==> config.mk <==
export PLATFORM = sky130hd
export DESIGN_NAME = execute_stage
export DESIGN_NICKNAME = d
export VERILOG_FILES = /design/src/mips_pkg.sv /design/src/execute_stage.sv
export SDC_FILE = /design/constraint.sdc
export NUM_CORES = 1
export LEC_CHECK = 0
export BUFFER_PORTS_ARGS = -buffer_cell sky130_fd_sc_hd__buf_2
export CAP_MARGIN = 5
export CORE_ASPECT_RATIO = 1.75
export CORE_MARGIN = 2
export CORE_UTILIZATION = 45
export CTS_CLUSTER_DIAMETER = 100
export CTS_CLUSTER_SIZE = 30
export DETAILED_ROUTE_END_ITERATION = 12
export PLACE_DENSITY_LB_ADDON = 0.3
export SYNTH_ARGS = -nofsm -noshare
export SYNTH_HDL_FRONTEND = slang
export SYNTH_SLANG_ARGS = --single-unit
==> constraint.sdc <==
create_clock -name i_clock -period 9 [get_ports i_clock]
set_input_delay 0.9 -clock i_clock [delete_from_list [all_inputs] [get_ports i_clock]]
set_output_delay 0.9 -clock i_clock [all_outputs]
set_load 0.05 [all_outputs]
==> src/mips_pkg.sv <==
`default_nettype none

package mips_pkg;

    typedef logic [31:0] t_word;    // Data and instruction word
    typedef logic [4:0]  t_reg_idx; // Register index
    typedef logic [5:0]  t_opcode;  // Opcode field, bits 31..26
    typedef logic [5:0]  t_funct;   // Function field, bits 5..0
    typedef logic [2:0]  t_alu_ctl; // ALU operation
    typedef logic [1:0]  t_fwd_sel; // ALU operand source

    localparam t_opcode OP_RTYPE = 6'h00; // add sub and or slt
    localparam t_opcode OP_ADDI  = 6'h08;
    localparam t_opcode OP_LW    = 6'h23;
    localparam t_opcode OP_SW    = 6'h2b;
    localparam t_opcode OP_BEQ   = 6'h04;

    localparam t_funct FN_ADD = 6'h20;
    localparam t_funct FN_SUB = 6'h22;
    localparam t_funct FN_AND = 6'h24;
    localparam t_funct FN_OR  = 6'h25;
    localparam t_funct FN_SLT = 6'h2a;

    localparam t_alu_ctl ALU_ADD = 3'd0;
    localparam t_alu_ctl ALU_SUB = 3'd1; // Also the beq compare
    localparam t_alu_ctl ALU_AND = 3'd2;
    localparam t_alu_ctl ALU_OR  = 3'd3;
    localparam t_alu_ctl ALU_SLT = 3'd4; // Signed less than

    localparam t_fwd_sel FWD_REG   = 2'd0; // Value read in decode
    localparam t_fwd_sel FWD_EXMEM = 2'd1; // ALU result one ahead
    localparam t_fwd_sel FWD_MEMWB = 2'd2; // Write-back value two ahead

endpackage

`default_nettype wire
==> src/execute_stage.sv <==
`timescale 1ns/10ps
`default_nettype none

module execute_stage import mips_pkg::*; (
    input  wire           i_clock,
    input  wire           i_reset,
    input  wire t_word    i_id_ex_rs_data,
    input  wire t_word    i_id_ex_rt_data,
    input  wire t_reg_idx i_id_ex_rd,
    input  wire t_word    i_id_ex_imm,
    input  wire t_word    i_id_ex_pc_plus4,
    input  wire t_alu_ctl i_id_ex_alu_ctl,
    input  wire           i_id_ex_alu_src,
    input  wire           i_id_ex_reg_write,
    input  wire           i_id_ex_mem_read,
    input  wire           i_id_ex_mem_write,
    input  wire           i_id_ex_branch,
    input  wire t_fwd_sel i_fwd_a,
    input  wire t_fwd_sel i_fwd_b,
    input  wire t_word    i_ex_mem_result, // Forward path one stage ahead
    input  wire t_word    i_wb_data,       // Forward path two stages ahead
    input  wire           i_flush_ex,
    output t_word         o_ex_mem_result,
    output t_word         o_ex_mem_store_data,
    output t_word         o_ex_mem_branch_target,
    output logic          o_ex_mem_zero,
    output t_reg_idx      o_ex_mem_rd,
    output logic          o_ex_mem_reg_write,
    output logic          o_ex_mem_mem_read,
    output logic          o_ex_mem_mem_write,
    output logic          o_ex_mem_branch
);

    t_word op_a, op_rt, op_b, alu_result;

    function automatic t_word fwd_mux(input t_fwd_sel sel, input t_word reg_val,
                                      input t_word exmem, input t_word memwb);
        case (sel)
            FWD_EXMEM: return exmem;
            FWD_MEMWB: return memwb;
            default:   return reg_val;
        endcase
    endfunction

    assign op_a  = fwd_mux(i_fwd_a, i_id_ex_rs_data, i_ex_mem_result, i_wb_data);
    assign op_rt = fwd_mux(i_fwd_b, i_id_ex_rt_data, i_ex_mem_result, i_wb_data);
    assign op_b  = i_id_ex_alu_src ? i_id_ex_imm : op_rt; // addi lw sw

    always_comb begin
        case (i_id_ex_alu_ctl)
            ALU_SUB: alu_result = op_a - op_b;
            ALU_AND: alu_result = op_a & op_b;
            ALU_OR:  alu_result = op_a | op_b;
            ALU_SLT: alu_result = {31'b0, $signed(op_a) < $signed(op_b)};
            default: alu_result = op_a + op_b;
        endcase
    end

    always_ff @(posedge i_clock) begin
        if (i_reset || i_flush_ex) begin
            o_ex_mem_reg_write <= 1'b0;
            o_ex_mem_mem_read  <= 1'b0;
            o_ex_mem_mem_write <= 1'b0; // No store from a killed instruction
            o_ex_mem_branch    <= 1'b0;
        end else begin
            o_ex_mem_reg_write <= i_id_ex_reg_write;
            o_ex_mem_mem_read  <= i_id_ex_mem_read;
            o_ex_mem_mem_write <= i_id_ex_mem_write;
            o_ex_mem_branch    <= i_id_ex_branch;
        end
    end

    always_ff @(posedge i_clock) begin
        o_ex_mem_result        <= alu_result;
        o_ex_mem_store_data    <= op_rt; // Forwarded rt for sw
        o_ex_mem_branch_target <= i_id_ex_pc_plus4 + {i_id_ex_imm[29:0], 2'b00};
        o_ex_mem_zero          <= (alu_result == '0);
        o_ex_mem_rd            <= i_id_ex_rd;
    end

endmodule

`default_nettype wire

After elaboration in Yosys (flattened, before gate mapping). Cells that the tools add are included.

$add $sub $neg: 3. $mul: 0. Divide/modulo/power cells: 0. Magnitude comparators: 1. Equal/unequal tests: 8. Shift operators: 0. Muxes and demuxes: 4. Bitwise logic cells: 2. Reduce and logical (&&, ||, !) cells: 2.

Operators with widths (number): 32-bit one-hot mux with 2 select lines (2); 32-bit one-hot mux with 4 select lines (1); 32-bit adder (2); 32-bit bitwise AND (1); 32-bit zero test (1); 32-bit less-than comparator (1); 32-bit 2-to-1 mux (1); 32-bit OR (1); 32-bit subtractor (1); 3-bit by 2-bit equality test with 1-bit output (second input constant) (2); 2-bit by 1-bit equality test with 1-bit output (second input constant) (2); 2-bit equality test (second input constant) (2); 3-bit by 1-bit equality test with 1-bit output (second input constant) (1); 3-bit equality test (second input constant) (1); 1-bit logical OR (1).

Register bits after elaboration: 106. Bits in latches: 0. Memory bits (writable): 0. Memory bits (read-only): 0. Input bits: 212. Output and inout bits: 106. Word-level logic and storage cells: 29. Memories: 0.

Longest topological paths before layout. Gate-level depths: netlist of run 1.

Word-level depth: 6. Gate-level depth with buffers: 20. Depth with buffers taken out: 19.

Worst setup path after synthesis of run 1. OpenSTA, ideal clock, no wires.

Kind: in2reg. From: input i_fwd_b[0]. To: register o_ex_mem_zero. Library setup time: 0.087 ns. Data arrival time: 5.644 ns. Required time: 8.913 ns. Slack: 3.269 ns. Stages on the path: 19. Path buffers: 2. Cells stage by stage: inv_1 > ha_1 > clkbuf_1 > buf_1 > nor2_1 > a21oi_1 > o21ai_0 > fa_1 > o21ba_1 > or4_4 > o211a_2 > a221oi_2 > o22ai_1 > or4b_1 > or4_1 > or4_1 > nor4_1 > nand4b_1 > nor4b_2.

Word-level cells in the longest chain between the ends: 6. Elaborated cells between the ends (all ways): 11. Classes of those cells: 2 x add/sub; 1 x order compare; 2 x eq/ne; 3 x mux; 2 x bitwise; 1 x reduce/logical.

RTL lines: start: declaration (line execute_stage.sv:19) `input wire t_fwd_sel i_fwd_b,`; 2-bit equality test or 2-bit by 1-bit equality test with 1-bit output (tied branches) (line execute_stage.sv:38) `case (sel)`; 32-bit one-hot mux with 2 select lines * (line execute_stage.sv:38); 32-bit 2-to-1 mux * (line execute_stage.sv:47) `assign op_b = i_id_ex_alu_src ? i_id_ex_imm : op_rt;`; 32-bit adder (tied with other cells) (line execute_stage.sv:55) `default: alu_result = op_a + op_b;`; 32-bit one-hot mux with 4 select lines * (line execute_stage.sv:50) `case (i_id_ex_alu_ctl)`; named net alu_result[6] (line execute_stage.sv:34) `t_word op_a, op_rt, op_b, alu_result;`; 32-bit zero test * (line execute_stage.sv:77) `o_ex_mem_zero <= (alu_result == '0);`; end signal: assignment (line execute_stage.sv:77); end: declaration (line execute_stage.sv:26) `output logic o_ex_mem_zero,`.

The timed path passes the listed nets; every way through them passes the cells marked *. A chain may end at the register's enable or synchronous reset.

Final worst setup path of run 1. Ends and elaborated chain as after synthesis.

==> run_results.csv, run 1 <==
group,metric,value,unit
outcome,status,"complete, no violations",
worst_setup_path,cp_max_fo,64,
global_routing,gr-usage-all-layers,33.0,%
worst_setup_path,start_kind,"primary input",
drt,viasPerCell,5.97,
floorplan,io_pins,318,
timing,hold_viol_final,0,
synth,synth_fa_ha_area_share,16.3,%
clocking,post_cts_resize_count,0,
power_and_ir_drop,vdd_drop_max,0.117,mV
clocking,cts_buffers,9,
synth,synth_xor_xnor_area_share,2.82,%
clocking,clkTransAtPathRegs,70,ps
worst_setup_path,cp_data_required_time,9300,ps
min_path,hold_class,"in -> reg",
timing,finalSetupTns,0,ps
clocking,ctsHoldBuffers,0,
drt,drt_iter0_drc,930,
worst_setup_path,crit_type,"in -> reg",
clocking,cts_root_buffer,"clkbuf_16",
synth,muxShareOfSynthArea,0.695,%
finish,stdcell_count,1980,
drt,avgRoutedWirePerCell,20.6,um
placement,dp.cells,1962,
synth,ys_async_sr_fraction,0,%
global_routing,first_global_vias,11400,
timing,finalCritPeriodShare,75.8,%
power_and_ir_drop,totalPowerFinal,2.34,mW
finish,final_cell_mix,"buf_2 (317), inv_1 (143), nand2_1 (135)",
finish,area_growth,20.5,%
timing,fmax,147,MHz
worst_setup_path,end_kind,"flop",
global_routing,grt_pass1_wl,62100,um
synth,synth-simple-area-share,16.9,%
placement,dp_hpwl,33300,um
timing,worstMarginPinSlew,1120,ps
synth,syn_area_per_cell,7.27,um^2
drt,drc,0,
power_and_ir_drop,powerDensity,189,nW/um^2
timing,slew_violations,0,
synth,synth_enable_flop_cells,0,
timing,period_minus_slack,6820,ps
synth,synth_cells,1411,
synth,synth_fp_nets,1755,
global_routing,antenna_found_initial,2,
floorplan,dieArea,24100,um^2
timing,rsz0062_at_grt,"false",
finish,nets,2017,
synth,synth_area,10300,um^2
drt,wl,40800,um
floorplan,core-area,22600,um^2
synth,synth-seq-cells,106,
synth,synth_cell_type_count,75,
drt,drtPass1Iterations,6,
clocking,clock-sinks,106,
floorplan,chipWidth,118,um
timing,setup_violations,0,
timing,slew_headroom,25.1,%
finish,final_util,54.8,%
clocking,clockBufferDepth,2,
synth,synthFlopType,"dfxtp_1",
finish,final_common_cell,"buf_2",
global_routing,grt_max_degree,65,
global_routing,overflow,0,
placement,port_buffers,317,
synth,yosys_warnings,0,
drt,antenna_left,0,
finish,nFillCells,2262,
power_and_ir_drop,power_leakage,6.09,nW
clocking,cts_setup_buffers,0,
worst_setup_path,arrival,7120,ps
synth,synth_top_family_by_area,"compound AO/OA/AOI/OAI gates",
floorplan,initial_core_util,45.5,%
clocking,htreeDepth,3,
synth,yosysSeqAreaShare,20.7,%
drt,vias,11800,
flow_run,cap_violations,0,
synth,synth-compound-area-share,34.4,%
finish,drive_above_1_share,21.9,%
floorplan,rows,73,
clocking,cts_tree,"done",
floorplan,dieHeight,204,um
placement,gp_congestion,0.970,
-- final timing paths --
path / startpoint / end / depth (start not counted)
setup / recovery: i_fwd_b[0] / o_ex_mem_zero / 19
hold / removal: i_id_ex_pc_plus4[1] / o_ex_mem_branch_target[1] / 1
-- layout make-up --
cell class | count | area [um^2] | share of cell area [%]
clock inverters | 5 | 62.6 | 0.506
multi-input cells | 1084 | 7340 | 59.4
repair buffers | 329 | 1680 | 13.6
inverters | 143 | 537 | 4.34
diodes | 2 | 5.00 | 0.0405
clock buffers | 11 | 243 | 1.96
flip-flops and latches | 106 | 2120 | 17.2
well taps | 300 | 375 | 3.04
-- where the power goes --
part	switching [mW]	leakage [nW]	internal [mW]
Sequential	0.0255	0.891	0.560
Clock	0.203	0.148	0.225
Combinational	0.929	5.05	0.397
Total	1.16	6.09	1.18
-- kinds of logic (layout without fill, tap and decap cells) --
group / Yosys count / in the layout
AO/OA/AOI/OAI: 534 / 534
multiplexers: 7 / 7
flip-flops: 106 / 106
adder cells (fa/ha/maj): 132 / 132
AND/OR/NAND/NOR: 378 / 378
buffers and inverters: 221 / 488
XOR/XNOR: 33 / 33
other: 0 / 2
-- metrics by stage --
| stage | hold slack, ps | area, um^2 | setup slack, ps |
|---|---|---|---|
| floorplan | 928 | 10300 | 3270 |
| global placement | 1000 | 12100 | 1960 |
| detailed placement | 1000 | 12100 | 1900 |
| CTS | 592 | 12400 | 2290 |
| global route | 598 | 12400 | 1960 |
| finish | 606 | 12400 | 2180 |
-- layer usage --
metal / wire length, um / vias up / global-route usage (%)
met4: 1710 / 0 / 15.3
met5: 0 / - / 0
li1: - / 5586 / -
met3: 3080 / 92 / 6.10
met2: 20900 / 617 / 60.2
met1: 15100 / 5527 / 36.6
-- critical path, cell delays in order --
cell	delay (ps)
buf_2	90
inv_1	40
ha_2	1060
nor2_1	120
a21oi_1	200
o21ai_0	170
ha_1	310
fa_1	460
o21ba_1	240
or4_4	470
o211a_2	180
a221oi_2	260
o22ai_1	110
or4b_1	560
or4_1	500
or4_1	420
nor4_1	490
nand4b_1	220
nor4b_2	280
-- cells in the mapped netlist, types with 14 or more instances --
| library cell | n | area share, % |
|---|---|---|
| dfxtp_1 | 106 | 21 |
| o22ai_1 | 16 | 0.98 |
| o21ai_0 | 131 | 6.4 |
| a21o_1 | 28 | 2.0 |
| nor2_1 | 121 | 4.4 |
| nor3_1 | 14 | 0.68 |
| inv_1 | 143 | 5.2 |
| clkbuf_1 | 69 | 2.5 |
| nor2b_1 | 18 | 1.1 |
| a211oi_1 | 23 | 1.7 |
| nand2b_1 | 19 | 1.2 |
| a22oi_1 | 70 | 5.1 |
| xnor2_1 | 23 | 2.0 |
| a21oi_1 | 116 | 5.7 |
| o211ai_1 | 19 | 1.4 |
| ha_1 | 129 | 16 |
| nand2_1 | 135 | 4.9 |
-- sequential cells by signal (all words and copies together), names as in the netlist --
signal / flops
o_ex_mem_branch: 1
o_ex_mem_branch_target: 32
o_ex_mem_mem_read: 1
o_ex_mem_mem_write: 1
o_ex_mem_rd: 5
o_ex_mem_reg_write: 1
o_ex_mem_result: 32
o_ex_mem_store_data: 32
o_ex_mem_zero: 1
(Power assumes the default switching activity.)
==> run 2, diff against run 1 <==
clock period = 6.5 ns   (was 9 ns; I/O delays follow)
==> run_results.csv, run 2 (synthesis gave the netlist of run 1 again) <==
group,metric,value,unit
clocking,ctsHoldBuffers,0,
finish,nFillCells,2253,
floorplan,rows,73,
flow_run,cap_violations,0,
clocking,clockBufferDepth,2,
placement,post-place-ws,399,ps
drt,drtPass1Iterations,7,
worst_setup_path,cp_data_required_time,6800,ps
clocking,clkTransAtPathRegs,70,ps
finish,final_common_cell,"buf_2",
global_routing,antenna_found_initial,2,
finish,drive_above_1_share,22.7,%
drt,drc,0,
floorplan,io_pins,318,
placement,port_buffers,317,
timing,rsz0062_at_grt,"false",
placement,gp_congestion,0.973,
clocking,cts_setup_buffers,0,
timing,finalSetupTns,0,ps
power_and_ir_drop,vdd_drop_max,0.169,mV
timing,hold_viol_final,0,
global_routing,overflow,0,
clocking,cts_root_buffer,"clkbuf_16",
timing,fmax,174,MHz
placement,dp_hpwl,34300,um
timing,finalCritPeriodShare,88.4,%
timing,period_minus_slack,5750,ps
worst_setup_path,start_kind,"primary input",
timing,finalWorstSetupSlack,752,ps
timing,slew_headroom,43.0,%
floorplan,initial_core_util,45.5,%
timing,slew_violations,0,
timing,setup_violations,0,
timing,worstMarginPinSlew,846,ps
floorplan,chipWidth,118,um
global_routing,gr-usage-all-layers,33.5,%
global_routing,grt_max_degree,36,
drt,avgRoutedWirePerCell,20.8,um
worst_setup_path,cp_max_fo,28,
global_routing,busiest_layer,"met2",
clocking,post_cts_resize_count,0,
power_and_ir_drop,power_leakage,6.17,nW
clocking,cts_buffers,9,
finish,final_cell_mix,"buf_2 (317), inv_1 (143), nand2_1 (135)",
global_routing,grt_use_met2,60.0,%
finish,area_growth,21.8,%
floorplan,core-area,22600,um^2
finish,reg.largest.list,"o_ex_mem_branch_target (32), o_ex_mem_result (32), o_ex_mem_store_data (32)",
clocking,htreeDepth,3,
worst_setup_path,cp_slowest_cell,"ha_2",
drt,vias,11900,
floorplan,dieHeight,204,um
global_routing,use_met1,36.6,%
min_path,hold_class,"in -> reg",
worst_setup_path,startpoint,"i_fwd_a[0]",
finish,nets,2034,
drt,viasPerCell,5.95,
drt,antenna_left,0,
worst_setup_path,arrival,6040,ps
worst_setup_path,crit_type,"in -> reg",
drt,wl,41400,um
power_and_ir_drop,powerDensity,262,nW/um^2
global_routing,first_global_vias,11400,
clocking,clock-sinks,106,
worst_setup_path,cp_cell_sequence,"buf_2 > inv_1 > ha_2 > nand2_1 > o21ai_0 > inv_1 > ha_1 > fa_1 > o21ba_1 > or4_4 > o211a_2 > a221oi_2 > o22ai_1 > or4b_1 > or4_1 > or4_1 > nor4_1 > nand4b_1 > nor4b_2",
global_routing,grt_pass1_wl,63300,um
clocking,cts_tree,"done",
worst_setup_path,end_kind,"flop",
outcome,status,"complete, no violations",
drt,drt_iter0_drc,855,
floorplan,dieArea,24100,um^2
worst_setup_path,critPathMaxStageDelay,620,ps
min_path,min-delay-start,"i_id_ex_rd[3]",
global_routing,use_met3,5.70,%
run 2: worst paths after layout:
| path | slack (ps) | cells past startpoint | to |
|---|---|---|---|
| hold / removal | 370 | 1 | o_ex_mem_rd[3] |
| setup / recovery | 750 | 19 | o_ex_mem_zero |
run 2: layer usage:
| metal | part of all wire [%] | up-vias | wire, um |
|---|---|---|---|
| li1 | - | 5608 | - |
| met1 | 36 | 5575 | 15100 |
| met2 | 51 | 566 | 20900 |
| met3 | 6.9 | 134 | 2880 |
| met4 | 6.2 | 0 | 2550 |
| met5 | 0 | - | 0 |
run 2: worst max-delay path: cells and delay by family:
kind / cells / cell delay, ps
fa+ha+maj: 3 / 1330
buf+inv: 3 / 240
simple gates: 8 / 2900
compound gates: 5 / 920
run 2: area by class of cell:
| cell class | instances | area, um^2 | area share [%] |
|---|---|---|---|
| multi-input combinational | 1084 | 7330 | 58.7 |
| sequential | 106 | 2120 | 17.0 |
| timing repair buffer | 346 | 1800 | 14.4 |
| inverter | 143 | 537 | 4.30 |
| tap | 300 | 375 | 3.01 |
| clock buffer | 9 | 225 | 1.80 |
| clock inverter | 6 | 91.3 | 0.731 |
| antenna | 2 | 5.00 | 0.0401 |
run 2: per-stage QoR:
step	instances	hold WS, ps	utilization (%)	area [um^2]	total power, mW
floorplan	1411	678	-	10300	2.13
global placement	1979	752	53.9	12200	2.63
detailed placement	1979	757	53.9	12200	2.64
CTS	1994	359	55.3	12500	3.26
global route	1996	367	55.4	12500	3.46
finish	1996	370	55.4	12500	3.27
run 2: where the power goes:
| group | internal [mW] | switching, mW | total [mW] |
|---|---|---|---|
| sequential | 0.775 | 0.0297 | 0.805 |
| clock | 0.337 | 0.271 | 0.608 |
| combinational | 0.565 | 1.30 | 1.86 |
