--- src/mips_pkg.sv ---
`default_nettype none

package mips_pkg;

    typedef logic [31:0] t_word;    // Data and instruction word
    typedef logic [4:0]  t_reg_idx; // Register index
    typedef logic [5:0]  t_opcode;  // Opcode field, bits 31..26
    typedef logic [5:0]  t_funct;   // Function field, bits 5..0
    typedef logic [2:0]  t_alu_ctl; // ALU operation
    typedef logic [1:0]  t_fwd_sel; // ALU operand source

    localparam t_opcode OP_RTYPE = 6'h00; // add sub and or slt
    localparam t_opcode OP_ADDI  = 6'h08;
    localparam t_opcode OP_LW    = 6'h23;
    localparam t_opcode OP_SW    = 6'h2b;
    localparam t_opcode OP_BEQ   = 6'h04;

    localparam t_funct FN_ADD = 6'h20;
    localparam t_funct FN_SUB = 6'h22;
    localparam t_funct FN_AND = 6'h24;
    localparam t_funct FN_OR  = 6'h25;
    localparam t_funct FN_SLT = 6'h2a;

    localparam t_alu_ctl ALU_ADD = 3'd0;
    localparam t_alu_ctl ALU_SUB = 3'd1; // Also the beq compare
    localparam t_alu_ctl ALU_AND = 3'd2;
    localparam t_alu_ctl ALU_OR  = 3'd3;
    localparam t_alu_ctl ALU_SLT = 3'd4; // Signed less than

    localparam t_fwd_sel FWD_REG   = 2'd0; // Value read in decode
    localparam t_fwd_sel FWD_EXMEM = 2'd1; // ALU result one ahead
    localparam t_fwd_sel FWD_MEMWB = 2'd2; // Write-back value two ahead

endpackage

`default_nettype wire
--- src/forwarding_unit.sv ---
`timescale 1ns/10ps
`default_nettype none

module forwarding_unit import mips_pkg::*; (
    input  wire t_reg_idx i_id_ex_rs,         // Sources of the instruction in EX
    input  wire t_reg_idx i_id_ex_rt,
    input  wire t_reg_idx i_ex_mem_rd,        // Producer one stage ahead
    input  wire           i_ex_mem_reg_write,
    input  wire t_reg_idx i_mem_wb_rd,        // Producer two stages ahead
    input  wire           i_mem_wb_reg_write,
    output t_fwd_sel      o_fwd_a,            // Source of ALU operand a
    output t_fwd_sel      o_fwd_b             // Source of ALU operand b
);

    // Newest producer wins, register 0 never forwards
    function automatic t_fwd_sel pick_source(
        input t_reg_idx src,
        input t_reg_idx ex_mem_rd,
        input logic     ex_mem_we,
        input t_reg_idx mem_wb_rd,
        input logic     mem_wb_we
    );
        if (ex_mem_we && (ex_mem_rd != '0) && (ex_mem_rd == src))
            return FWD_EXMEM;
        if (mem_wb_we && (mem_wb_rd != '0) && (mem_wb_rd == src))
            return FWD_MEMWB;
        return FWD_REG;
    endfunction

    assign o_fwd_a = pick_source(i_id_ex_rs, i_ex_mem_rd, i_ex_mem_reg_write,
                                 i_mem_wb_rd, i_mem_wb_reg_write);
    assign o_fwd_b = pick_source(i_id_ex_rt, i_ex_mem_rd, i_ex_mem_reg_write,
                                 i_mem_wb_rd, i_mem_wb_reg_write);

endmodule

`default_nettype wire

--- config.mk ---
export PLATFORM = sky130hd
export DESIGN_NAME = forwarding_unit
export DESIGN_NICKNAME = d
export VERILOG_FILES = /design/src/mips_pkg.sv /design/src/forwarding_unit.sv
export SDC_FILE = /design/constraint.sdc
export NUM_CORES = 1
export LEC_CHECK = 0
export BUFFER_PORTS_ARGS = -buffer_cell sky130_fd_sc_hd__buf_2
export CAP_MARGIN = 10
export CORE_AREA = 2 2 39 41
export DETAILED_ROUTE_END_ITERATION = 16
export DIE_AREA = 0 0 41 43
export PLACE_DENSITY = 0.49
export REMOVE_ABC_BUFFERS = 1
export SLEW_MARGIN = 20
export SYNTH_ARGS = -nofsm -noshare
export SYNTH_HDL_FRONTEND = slang
export SYNTH_SLANG_ARGS = --single-unit
--- constraint.sdc ---
create_clock -name vclk -period 1.6
set_clock_uncertainty 0.2 [all_clocks]
set_input_delay 0.08 -clock vclk [all_inputs]
set_output_delay 0.08 -clock vclk [all_outputs]
set_load 0.02 [all_outputs]
### After elaboration in Yosys (flattened, before gate mapping)

Cells that the tools add are included.

* reductions and logical operators: 8
* multiplexer cells: 14
* eq/ne operators: 4

Operators by type and width (count)
* $eq 5x5->1: 4
* $mux 2: 8
* $reduce_bool 5->1: 2
* $logic_and 1x1->1: 6
* $mux 1: 6

* bits of input ports: 22
* register bits: 0
* word-level logic and storage cells: 26
* output and inout bits: 4

### Longest topological paths before layout

Gate-level depths: netlist of the first run.

* word-level depth: 7
* mapped depth: 4
* gate-level depth less buffers: 4

### Least setup slack after synthesis of the first run

Ideal clock, no wire load.

* path kind: input-to-output
* start: input port i_ex_mem_rd[1]
* end: output port o_fwd_b[1]
* buffers on the path: 0
* arrival: 1.428 ns
* path slack: -0.108 ns
* stages: 4
* required time: 1.320 ns
* path through: or4_1 -> o21ai_2 -> nor4_1 -> nor4_2

* longest elaborated chain between the ends: 5
* elaborated cells on any way between the ends: 6
* classes of those cells: eq/ne: 1; mux: 2; reduce/logical: 3

Ends and longest elaborated chain
* from (decl): RTL line forwarding_unit.sv:7 `input wire t_reg_idx i_ex_mem_rd,`
* $reduce_bool 5->1: RTL line forwarding_unit.sv:23 `if (ex_mem_we && (ex_mem_rd != '0) && (ex_mem_rd == src))`
* $logic_and 1x1->1: RTL line forwarding_unit.sv:23
* $logic_and 1x1->1 (*): RTL line forwarding_unit.sv:23
* $mux 1 (*): RTL line forwarding_unit.sv:23
* $mux 2 (*): RTL line forwarding_unit.sv:25 `if (mem_wb_we && (mem_wb_rd != '0) && (mem_wb_rd == src))`
* to (decl): RTL line forwarding_unit.sv:12 `output t_fwd_sel o_fwd_b`

Every way passes the cells marked *; elsewhere a longest branch is shown, timed or not.

### Worst setup path in the final report of the first run

* start: input port i_ex_mem_rd[3]
* end: output port o_fwd_a[1]

* longest elaborated chain between the ends: 5
* elaborated cells on any way between the ends: 6
* classes of those cells: eq/ne: 1; mux: 2; reduce/logical: 3

Ends and longest elaborated chain
* $reduce_bool 5->1: RTL line forwarding_unit.sv:23
* $logic_and 1x1->1: RTL line forwarding_unit.sv:23
* $logic_and 1x1->1 (*): RTL line forwarding_unit.sv:23
* $mux 1 (*): RTL line forwarding_unit.sv:23
* $mux 2 (*): RTL line forwarding_unit.sv:25
* to (decl): RTL line forwarding_unit.sv:11 `output t_fwd_sel o_fwd_a,`

Marks and branches as above.

==> metrics.md, run 1 <==
| Metric | Value |
|---|---|
| Worst setup path startpoint | i_ex_mem_rd[3] |
| Largest net degree at the start of global routing | 4 |
| Crit path launch type | primary input |
| Routed WL | 841 um |
| Via count normalized by instance count | 4.26 |
| Net total in the final layout | 89 |
| Cell with the largest stage delay on the worst path | sky130_fd_sc_hd__or4_4 |
| Vias in the first global route | 324 |
| Leftover overflow at the end of global routing | 0 |
| Number of optimization iterations in the first detailed-route pass | 1 |
| Dominant cells by area after synthesis | sky130_fd_sc_hd__xnor2_1 52%, sky130_fd_sc_hd__xor2_1 13%, sky130_fd_sc_hd__nor4_2 9.3% |
| Total of clock buffers placed in the layout | 0 |
| Leading area contributor after synthesis | sky130_fd_sc_hd__xnor2_1 |
| Final HPWL from detailed placement | 772 um |
| Final-report max-slew violation count | 0 |
| Count of final setup violators | 2 |
| Post-place instance area | 450 um2 |
| I/O pin count | 26 |
| Post-Layout Inst Area | 514 um2 |
| Initial DRC count | 0 |
| Count of input and output buffers | 26 |
| Maximum capacitance violations | 0 |
| Type of element capturing the critical path | primary output |
| Yosys warns | 0 |
| Final period utilization | 1.03 |
| Class of the tightest hold or removal check | primary input to primary output |
| Count of mapped cells out of synthesis | 34 |
| Power per cell area | 257 mW/mm2 |
| Mean instance size in the synthesized netlist | 7.95 um2 |
| Post-detailed-route wirelength per cell | 10.4 um |
| Setup TNS after final layout | -0.0861 ns |
| FFs & Latches | 0 |
| Cts-stage hold buffer count | 0 |
| Num rows | 14 |
| Post-layout power | 0.132 mW |
| WP data required | 1.32 ns |
| Area share of the leading cell type in the synthesized netlist | 0.519 |
| Number of antenna violations at the first check in global routing | 0 |
| Aggregate global-route resource usage | 0.103 |
| Post-synthesis instance area | 270 um2 |
| Die extent in y | 43 um |
| Number of antenna-violating nets in the routed design | 0 |
| Unrepaired setup endpoints after global routing | yes |
| Final setup margin | -0.0519 ns |
| Worst vdd ir | 115 uV |
| Synth cell types | 10 |
| Initial standard-cell utilization of the core | 0.195 |
| Global-route wire length before repair | 1.32 mm |
| Most numerous cell types in the synthesized netlist | 16 x sky130_fd_sc_hd__xnor2_1, 4 x sky130_fd_sc_hd__xor2_1 |
| Cell with the most instances after synthesis | sky130_fd_sc_hd__xnor2_1 |
| Maximum clock frequency | 605 MHz |
| Via total after detailed routing | 345 |
| Area Growth Syn to Fin | 90.3% |
| Relative slew margins | 0.831 |
| Die Outline Area | 0.00176 mm2 |
| Number of remaining DRC errors | 0 |
| Violations in the final reports | setup timing |
| Count of endpoints failing hold in the final timing report | 0 |
| Start-to-end type of the worst setup path | primary input to primary output |
| Proportion of synthesized chip area in sequential cells | 0 |
| X dimension of the die | 41 um |
| Critical path cell sequence | buf_6 > or4_4 > o21ai_4 > nor4_4 > nor4_2 > buf_2 |
| Core region area | 0.00138 mm2 |
| Placer congestion estimate | 0.656 |
| Leakage component of the power | 0.211 nW |
| Transition time at the pin with the least slew margin | 0.253 ns |
| Ant diodes | 0 |
| Worst Setup Slack post-DPL | -0.109 ns |
| Share of the core filled with cells in the final layout | 0.372 |
| Termination of the worst setup path | o_fwd_a[1] |
| Result of the run | finished with violations |
| Sequential cell area in the final layout | 0 um2 |
| Fin crit period | 1.65 ns |
| Data arrival time of the worst path | 1.37 ns |
| Fraction of layout instances using a drive strength above 1 | 0.569 |
| Worst Path Max Fanout | 2 |
| Worst stage delay on the critical path | 0.54 ns |
where the power goes:
part           internal, mW  leakage, nW  switching, mW
Clock                     0            0              0
Sequential                0            0              0
Combinational        0.0696        0.211         0.0625
Total                0.0696        0.211         0.0625
critical path, delay by kind of cell:
kind | cells | cell delay (ns)
AOI/OAI and AO/OA | 1 | 0.21
and+or+nand+nor | 3 | 0.80
buffers and inverters | 2 | 0.29
cell type report:
cell class / count / area (um2)
multi-input cells: 34 / 312
well taps: 16 / 20.0
fillers: 159 / 870
repair buffers: 31 / 183
worst min-delay path by stage:
stage                             from         end  slack [ns]  cells past startpoint
floorplan           i_mem_wb_reg_write  o_fwd_a[1]        0.09                      2
global placement    i_mem_wb_reg_write  o_fwd_a[1]        0.34                      4
detailed placement  i_mem_wb_reg_write  o_fwd_a[1]        0.33                      4
CTS                 i_mem_wb_reg_write  o_fwd_a[1]        0.34                      4
global route        i_mem_wb_reg_write  o_fwd_a[1]        0.35                      4
finish              i_mem_wb_reg_write  o_fwd_a[1]        0.34                      4
cell usage in the layout, fill, tap and decap left out, drive strengths merged:
master	instances
nor4	4
nand4	2
xor2	4
nor2	1
nand3	2
buf	31
xnor2	16
or4	2
nand2	2
o21ai	1
per-stage QoR:
step	hold slack, ns	std cells
2_1_floorplan	0.0892	34
4_1_cts	0.339	81
3_5_place_dp	0.333	80
5_1_grt	0.349	81
6_report	0.337	81
3_3_place_gp	0.342	80
routing by layer:
| metal | share of wire | track usage |
|---|---|---|
| met5 | 0 | 0 |
| met4 | 0 | 0 |
| met3 | 0.089 | 0.00524 |
| met2 | 0.46 | 0.175 |
| met1 | 0.45 | 0.146 |
timing repair:
| item | CTS | global route |
|---|---|---|
| resized for setup | 7 | 2 |
| hold endpoints to repair | 0 | 0 |
| buffers inserted | 1 | 0 |
| pin swaps | 6 | 1 |
| endpoints found under the setup margin | 2 | 2 |
cell families after synthesis:
kind of cell and synth area share:
AND/OR/NAND/NOR 0.319, AO/OA/AOI/OAI 0.0324, XOR/XNOR 0.648
(Power assumes the default switching activity.)
==> run 2: changes to the inputs <==
--- a/config.mk
+++ b/config.mk
@@ -7,10 +7,12 @@
 export LEC_CHECK = 0
 export BUFFER_PORTS_ARGS = -buffer_cell sky130_fd_sc_hd__buf_2
 export CAP_MARGIN = 10
+export CELL_PAD_IN_SITES_DETAIL_PLACEMENT = 1
+export CELL_PAD_IN_SITES_GLOBAL_PLACEMENT = 1
 export CORE_AREA = 2 2 39 41
 export DETAILED_ROUTE_END_ITERATION = 16
 export DIE_AREA = 0 0 41 43
-export PLACE_DENSITY = 0.49
+export PLACE_DENSITY = 0.7
 export REMOVE_ABC_BUFFERS = 1
 export SLEW_MARGIN = 20
 export SYNTH_ARGS = -nofsm -noshare
==> run 2 against run 1 <==
  * The flow still finishes with violations (setup timing)
  * Count of clock-buffer cells in the layout unchanged
  * Wire length increased by 16%
  * Combinational power increased by 6%
  * Design area up 4.6%
  * Setup slack worse by 0.0059 ns
  * Die area did not move
  * Power up 6.4%
  * First-iteration DRC count unchanged
  * Critical path depth unchanged
  * Fmax shrank 0.36%
  * Global-route usage grew 1.4 points
==> metrics.md, run 2 (synthesized netlist as in run 1, its figures left out) <==
| Metric | Value |
|---|---|
| Sequential cell area in the final layout | 0 um2 (unchanged) |
| WP data required | 1.32 ns (about the same) |
| Top library cells by usage in the layout, fill and taps aside | 23 x sky130_fd_sc_hd__buf_2, 15 x sky130_fd_sc_hd__xnor2_1, 6 x sky130_fd_sc_hd__buf_4 (was 23 x sky130_fd_sc_hd__buf_2, 16 x sky130_fd_sc_hd__xnor2_1, 6 x sky130_fd_sc_hd__buf_4) |
| FFs & Latches | 0 (unchanged) |
| Number of optimization iterations in the first detailed-route pass | 1 (unchanged) |
| Number of remaining DRC errors | 0 (unchanged) |
| Maximum clock frequency | 603 MHz (was 605 MHz) |
| Final period utilization | 1.04 (was 1.03) |
| Post-detailed-route wirelength per cell | 11.9 um (was 10.4 um) |
| Final setup margin | -0.0578 ns (was -0.0519 ns) |
| Die extent in y | 43 um (unchanged) |
| Start-to-end type of the worst setup path | primary input to primary output (unchanged) |
| Unrepaired setup endpoints after global routing | yes (unchanged) |
| Result of the run | finished with violations (unchanged) |
| Count of final setup violators | 2 (unchanged) |
| Count of endpoints failing hold in the final timing report | 0 (unchanged) |
| Post-layout power | 0.140 mW (was 0.132 mW) |
| Leakage component of the power | 0.223 nW (was 0.211 nW) |
| Kind of cell adding the most delay to the critical path | simple AND/OR/NAND/NOR gates (unchanged) |
| Largest net degree at the start of global routing | 4 (unchanged) |
| Net total in the final layout | 90 (was 89) |
| Ant diodes | 0 (unchanged) |
| Violations in the final reports | setup timing (unchanged) |
| Vias in the first global route | 382 (was 324) |
| Fin crit period | 1.66 ns (was 1.65 ns) |
| Setup TNS after final layout | -0.105 ns (was -0.0861 ns) |
| Via total after detailed routing | 365 (was 345) |
| Class of the tightest hold or removal check | primary input to primary output (unchanged) |
| Cell with the largest stage delay on the worst path | sky130_fd_sc_hd__or4_4 (unchanged) |
| Count of input and output buffers | 26 (unchanged) |
| Buffers and inverters on the worst path | 2 (unchanged) |
| Initial standard-cell utilization of the core | 0.195 (unchanged) |
| Cell depth of the worst hold path | 4 (unchanged) |
| Die Outline Area | 0.00176 mm2 (unchanged) |
| I/O pin count | 26 (unchanged) |
| Share of the core filled with cells in the final layout | 0.389 (was 0.372) |
| Startpoint of the tightest hold check path | i_mem_wb_reg_write (unchanged) |
| Crit path launch type | primary input (unchanged) |
| Count of cell instances traversed by the critical path | 6 (unchanged) |
| Critical path cell sequence | buf_2 > or4_4 > o21ai_4 > nor4_4 > nor4_2 > buf_4 (was buf_6 > or4_4 > o21ai_4 > nor4_4 > nor4_2 > buf_2) |
| Leftover overflow at the end of global routing | 0 (unchanged) |
| Relative slew margins | 0.831 (about the same) |
| Worst Path Max Fanout | 2 (unchanged) |
| Worst vdd ir | 95.5 uV (was 115 uV) |
| Final-report max-slew violation count | 0 (unchanged) |
| Global-route wire length before repair | 1.54 mm (was 1.32 mm) |
| Worst stage delay on the critical path | 0.52 ns (was 0.54 ns) |
| X dimension of the die | 41 um (unchanged) |
| Num rows | 14 (unchanged) |
| Total of clock buffers placed in the layout | 0 (unchanged) |
| Data arrival time of the worst path | 1.38 ns (was 1.37 ns) |
| Endpoint of the worst hold path | o_fwd_a[1] (unchanged) |
| Power per cell area | 261 mW/mm2 (was 257 mW/mm2) |
| Core region area | 0.00138 mm2 (unchanged) |
| Aggregate global-route resource usage | 0.117 (was 0.103) |
| Initial DRC count | 0 (unchanged) |
| Routed WL | 979 um (was 841 um) |
| Final HPWL from detailed placement | 865 um (was 772 um) |
| Number of antenna-violating nets in the routed design | 0 (unchanged) |
| Maximum capacitance violations | 0 (unchanged) |
| Transition time at the pin with the least slew margin | 0.252 ns (was 0.253 ns) |
| Via count normalized by instance count | 4.45 (was 4.26) |
| Most common library cell in the layout ignoring fill and taps | sky130_fd_sc_hd__buf_2 (unchanged) |
| Number of antenna violations at the first check in global routing | 0 (unchanged) |
| Type of element capturing the critical path | primary output (unchanged) |
| Placer congestion estimate | 0.642 (was 0.656) |
| Fraction of layout instances using a drive strength above 1 | 0.606 (was 0.569) |
| Area Growth Syn to Fin | 99.1% (was 90.3%) |
## run 2: changes by cell type in the layout (fill, tap and decap cells not counted)
| cell | change |
|---|---|
| sky130_fd_sc_hd__buf_6 | +1 |
| sky130_fd_sc_hd__xnor2_2 | +1 |
| sky130_fd_sc_hd__nand3_1 | -1 |
| sky130_fd_sc_hd__xnor2_1 | -1 |
| sky130_fd_sc_hd__nand3_2 | +1 |
## run 2: cell type report
class / count / area (um2)
Tap cell: 16 / 20.0
Fill cell: 179 / 846
Timing Repair Buffer: 32 / 194
Multi-Input combinational cell: 34 / 324
## run 2: worst max path at each step
| stage | start | end | slack, ns |
|---|---|---|---|
| 4_1_cts | i_ex_mem_rd[3] | o_fwd_b[1] | -0.09 |
| 5_1_grt | i_ex_mem_rd[3] | o_fwd_a[1] | -0.1 |
| 6_report | i_ex_mem_rd[4] | o_fwd_b[1] | -0.06 |
| 2_1_floorplan | i_ex_mem_rd[1] | o_fwd_b[1] | -0.11 |
| 3_5_place_dp | i_ex_mem_rd[1] | o_fwd_b[1] | -0.13 |
| 3_3_place_gp | i_ex_mem_rd[1] | o_fwd_b[1] | -0.07 |
## run 2: per-stage QoR
| stage | worst slack [ns] | hold WS [ns] | cells | instance area [um2] |
|---|---|---|---|---|
| 2_1_floorplan | -0.108 | 0.0892 | 34 | 270 |
| 3_3_place_gp | -0.0734 | 0.343 | 80 | 450 |
| 3_5_place_dp | -0.130 | 0.340 | 80 | 450 |
| 4_1_cts | -0.0927 | 0.348 | 82 | 515 |
| 5_1_grt | -0.0969 | 0.364 | 82 | 538 |
| 6_report | -0.0578 | 0.340 | 82 | 538 |
## run 2: layer usage
layer	GRT usage	wire [um]
met5	0	0
met3	0.0105	100
met4	0	0
met1	0.149	393
met2	0.213	485
## run 2: power breakdown
part	total, mW	switching, mW	internal [mW]
Sequential	0	0	0
Clock	0	0	0
Combinational	0.140	0.0674	0.0731
## run 2: timing repair
action                                  in CTS  in global routing
hold buffers                                 0                  0
pin swaps                                    7                  2
resized for setup                            8                  5
hold endpoints to repair                     0                  0
setup buffers                                2                  0
endpoints found under the setup margin       2                  4
==> run 3: changes to the inputs <==
--- a/config.mk
+++ b/config.mk
@@ -5,14 +5,15 @@
 export SDC_FILE = /design/constraint.sdc
 export NUM_CORES = 1
 export LEC_CHECK = 0
+export ABC_AREA = 1
 export BUFFER_PORTS_ARGS = -buffer_cell sky130_fd_sc_hd__buf_2
 export CAP_MARGIN = 10
 export CELL_PAD_IN_SITES_DETAIL_PLACEMENT = 1
 export CELL_PAD_IN_SITES_GLOBAL_PLACEMENT = 1
-export CORE_AREA = 2 2 39 41
+export CORE_AREA = 2 2 42 44
 export DETAILED_ROUTE_END_ITERATION = 16
-export DIE_AREA = 0 0 41 43
-export PLACE_DENSITY = 0.7
+export DIE_AREA = 0 0 44 46
+export PLACE_DENSITY = 0.78
 export REMOVE_ABC_BUFFERS = 1
 export SLEW_MARGIN = 20
 export SYNTH_ARGS = -nofsm -noshare
==> run 3 against run 2 <==
  * The run now ends clean
  * Global-route usage rose by 0.26 points
  * Wire length up 18%
  * Hold slack worse by 0.0050 ns
  * Critical path depth rose by 1
  * Via count increased by 42%
  * Synthesized cell count is 130% higher
  * Combinational power fell by 14%
  * Critical path type unchanged
  * Fmax rose by 44%
  * Die area is 15% higher
  * Power down 14%
==> metrics.md, run 3 <==
| Metric | Value |
|---|---|
| Synth cell types | 11 (was 10) |
| Setup TNS after final layout | 0 ns (was -0.105 ns) |
| Leftover overflow at the end of global routing | 0 (unchanged) |
| WP data required | 1.32 ns (about the same) |
| Leading area contributor after synthesis | sky130_fd_sc_hd__nand2_1 (was sky130_fd_sc_hd__xnor2_1) |
| Vias in the first global route | 482 (was 382) |
| Count of cell instances traversed by the critical path | 7 (was 6) |
| Result of the run | finished, final reports clean (was finished with violations) |
| Fraction of layout instances using a drive strength above 1 | 0.305 (was 0.606) |
| Cts-stage hold buffer count | 0 (unchanged) |
| Maximum clock frequency | 869 MHz (was 603 MHz) |
| Placer congestion estimate | 0.766 (was 0.642) |
| Worst Path Max Fanout | 2 (unchanged) |
| Area share of the leading cell type in the synthesized netlist | 0.320 (was 0.519) |
| Number of antenna-violating nets in the routed design | 0 (unchanged) |
| Num rows | 15 (was 14) |
| Buffers and inverters on the worst path | 2 (unchanged) |
| Switching pwr | 0.0666 mW (was 0.0674 mW) |
| Final-report max-slew violation count | 0 (unchanged) |
| Kind of cell adding the most delay to the critical path | simple AND/OR/NAND/NOR gates (unchanged) |
| Worst stage delay on the critical path | 0.17 ns (was 0.52 ns) |
| Dominant cells by area after synthesis | sky130_fd_sc_hd__nand2_1 32%, sky130_fd_sc_hd__xnor2_1 14%, sky130_fd_sc_hd__nor2_1 13% (was sky130_fd_sc_hd__xnor2_1 52%, sky130_fd_sc_hd__xor2_1 13%, sky130_fd_sc_hd__nor4_2 9.3%) |
| Number of optimization iterations in the first detailed-route pass | 1 (unchanged) |
| Fin crit period | 1.15 ns (was 1.66 ns) |
| Count of final setup violators | 0 (was 2) |
| Type of element capturing the critical path | primary output (unchanged) |
| Transition time at the pin with the least slew margin | 0.137 ns (was 0.252 ns) |
| Cell with the largest stage delay on the worst path | sky130_fd_sc_hd__buf_2 (was sky130_fd_sc_hd__or4_4) |
| Final period utilization | 0.719 (was 1.04) |
| Data arrival time of the worst path | 0.87 ns (was 1.38 ns) |
| Initial standard-cell utilization of the core | 0.226 (was 0.195) |
| Post-synthesis instance area | 364 um2 (was 270 um2) |
| Count of input and output buffers | 26 (unchanged) |
| Crit path launch type | primary input (unchanged) |
| Critical path cell sequence | buf_2 > xnor2_1 > nand3_1 > nor2_1 > nand2_1 > nor2_1 > buf_2 (was buf_2 > or4_4 > o21ai_4 > nor4_4 > nor4_2 > buf_4) |
| Proportion of synthesized chip area in sequential cells | 0 (unchanged) |
| Filler cells | 249 (was 179) |
| Mean instance size in the synthesized netlist | 4.61 um2 (was 7.95 um2) |
| I/O pin count | 26 (unchanged) |
| Unrepaired setup endpoints after global routing | no (was yes) |
| Initial DRC count | 0 (unchanged) |
| Most common library cell in the layout ignoring fill and taps | sky130_fd_sc_hd__nand2_1 (was sky130_fd_sc_hd__buf_2) |
| Aggregate global-route resource usage | 0.119 (was 0.117) |
| Top library cells by usage in the layout, fill and taps aside | 31 x sky130_fd_sc_hd__nand2_1, 26 x sky130_fd_sc_hd__buf_2, 13 x sky130_fd_sc_hd__nor2_1 (was 23 x sky130_fd_sc_hd__buf_2, 15 x sky130_fd_sc_hd__xnor2_1, 6 x sky130_fd_sc_hd__buf_4) |
| Combinational power share | 1.000 (about the same) |
| Switching fraction of total power | 0.551 (was 0.480) |
| Post-layout power | 0.121 mW (was 0.140 mW) |
| Ant diodes | 0 (unchanged) |
| Worst vdd ir | 72.2 uV (was 95.5 uV) |
| Number of antenna violations at the first check in global routing | 0 (unchanged) |
| Die Outline Area | 0.00202 mm2 (was 0.00176 mm2) |
| Via total after detailed routing | 520 (was 365) |
| Resized cells post-CTS | 0 (was 8) |
| Core region area | 0.00161 mm2 (was 0.00138 mm2) |
| Net total in the final layout | 129 (was 90) |
| Power per cell area | 235 mW/mm2 (was 261 mW/mm2) |
| Largest net degree at the start of global routing | 5 (was 4) |
| Most numerous cell types in the synthesized netlist | 31 x sky130_fd_sc_hd__nand2_1, 13 x sky130_fd_sc_hd__nor2_1, 12 x sky130_fd_sc_hd__inv_1 (was 16 x sky130_fd_sc_hd__xnor2_1, 4 x sky130_fd_sc_hd__xor2_1) |
| FFs & Latches | 0 (unchanged) |
| Cell depth of the worst hold path | 4 (unchanged) |
| Relative slew margins | 0.908 (was 0.831) |
| Cell with the most instances after synthesis | sky130_fd_sc_hd__nand2_1 (was sky130_fd_sc_hd__xnor2_1) |
| Number of remaining DRC errors | 0 (unchanged) |
| Class of the tightest hold or removal check | primary input to primary output (unchanged) |
| Count of endpoints failing hold in the final timing report | 0 (unchanged) |
| Post-detailed-route wirelength per cell | 9.49 um (was 11.9 um) |
| Global-route wire length before repair | 1.88 mm (was 1.54 mm) |
| Setup bufs post-CTS | 0 (was 2) |
| Leakage component of the power | 0.340 nW (was 0.223 nW) |
| Total of clock buffers placed in the layout | 0 (unchanged) |
| Sequential cell area in the final layout | 0 um2 (unchanged) |
| Area Growth Syn to Fin | 41.6% (was 99.1%) |
| X dimension of the die | 44 um (was 41 um) |
| Start-to-end type of the worst setup path | primary input to primary output (unchanged) |
| Routed WL | 1.16 mm (was 979 um) |
| Share of power burned in the clock network | 0 (about the same) |
| Count of mapped cells out of synthesis | 79 (was 34) |
| Die extent in y | 46 um (was 43 um) |
| Sequential share of power | 0 (about the same) |
| Maximum capacitance violations | 0 (unchanged) |
| Internal | 0.0544 mW (was 0.0731 mW) |
| Yosys warns | 0 (unchanged) |
| Final HPWL from detailed placement | 1.09 mm (was 865 um) |
| Via count normalized by instance count | 4.26 (was 4.45) |
run 3: cell types whose count changed in the layout (fill, tap and decap cells not counted), sizes merged:
cell   previous run  this run
buf              32        26
nand4             2         1
nand3             2         5
nor2              1        15
inv               0        15
or4               2         0
xnor2            16         6
nor4              4         0
nand2             2        32
run 3: cell families (layout without fill, tap and decap cells):
group                     Yosys count  in the layout  share of synthesized area
AOI/OAI and AO/OA                   1              1                     0.0137
xor gates and xnor gates           10             10                      0.241
and+or+nand+nor                    53             53                      0.591
buffers and inverters              15             41                      0.155
run 3: layout make-up:
type               instances  area [um2]  share of cell area
multi-input cells         64         308               0.597
repair buffers            26         130               0.252
inverters                 15        56.3               0.109
well taps                 17        21.3              0.0413
run 3: through the flow:
stage	instance area, um2	instances	util	setup slack [ns]	hold slack, ns
after floorplan	364	79	-	0.568	0.0948
after global placement	515	122	0.319	0.449	0.344
after detailed placement	515	122	0.319	0.439	0.337
after CTS	515	122	0.319	0.434	0.340
after global routing	515	122	0.319	0.341	0.367
final	515	122	0.319	0.449	0.335
run 3: final timing paths:
kind,end,from
setup / recovery,o_fwd_b[1],i_id_ex_rt[4]
hold / removal,o_fwd_b[0],i_ex_mem_reg_write
run 3: routing by layer:
layer  vias to the layer above  track usage  wire length [um]
li1                        283            -                 -
met1                       219        0.147               516
met2                        18        0.241               550
met3                         0      0.00397                91
met4                         0            0                 0
met5                         -            0                 0
run 3: power groups by stage:
stage	Sequential (mW)	Combinational (mW)	Clock (mW)
detailed placement	0	0.123	0
global route	0	0.138	0
global placement	0	0.120	0
floorplan	0	0.0656	0
CTS	0	0.123	0
finish	0	0.121	0
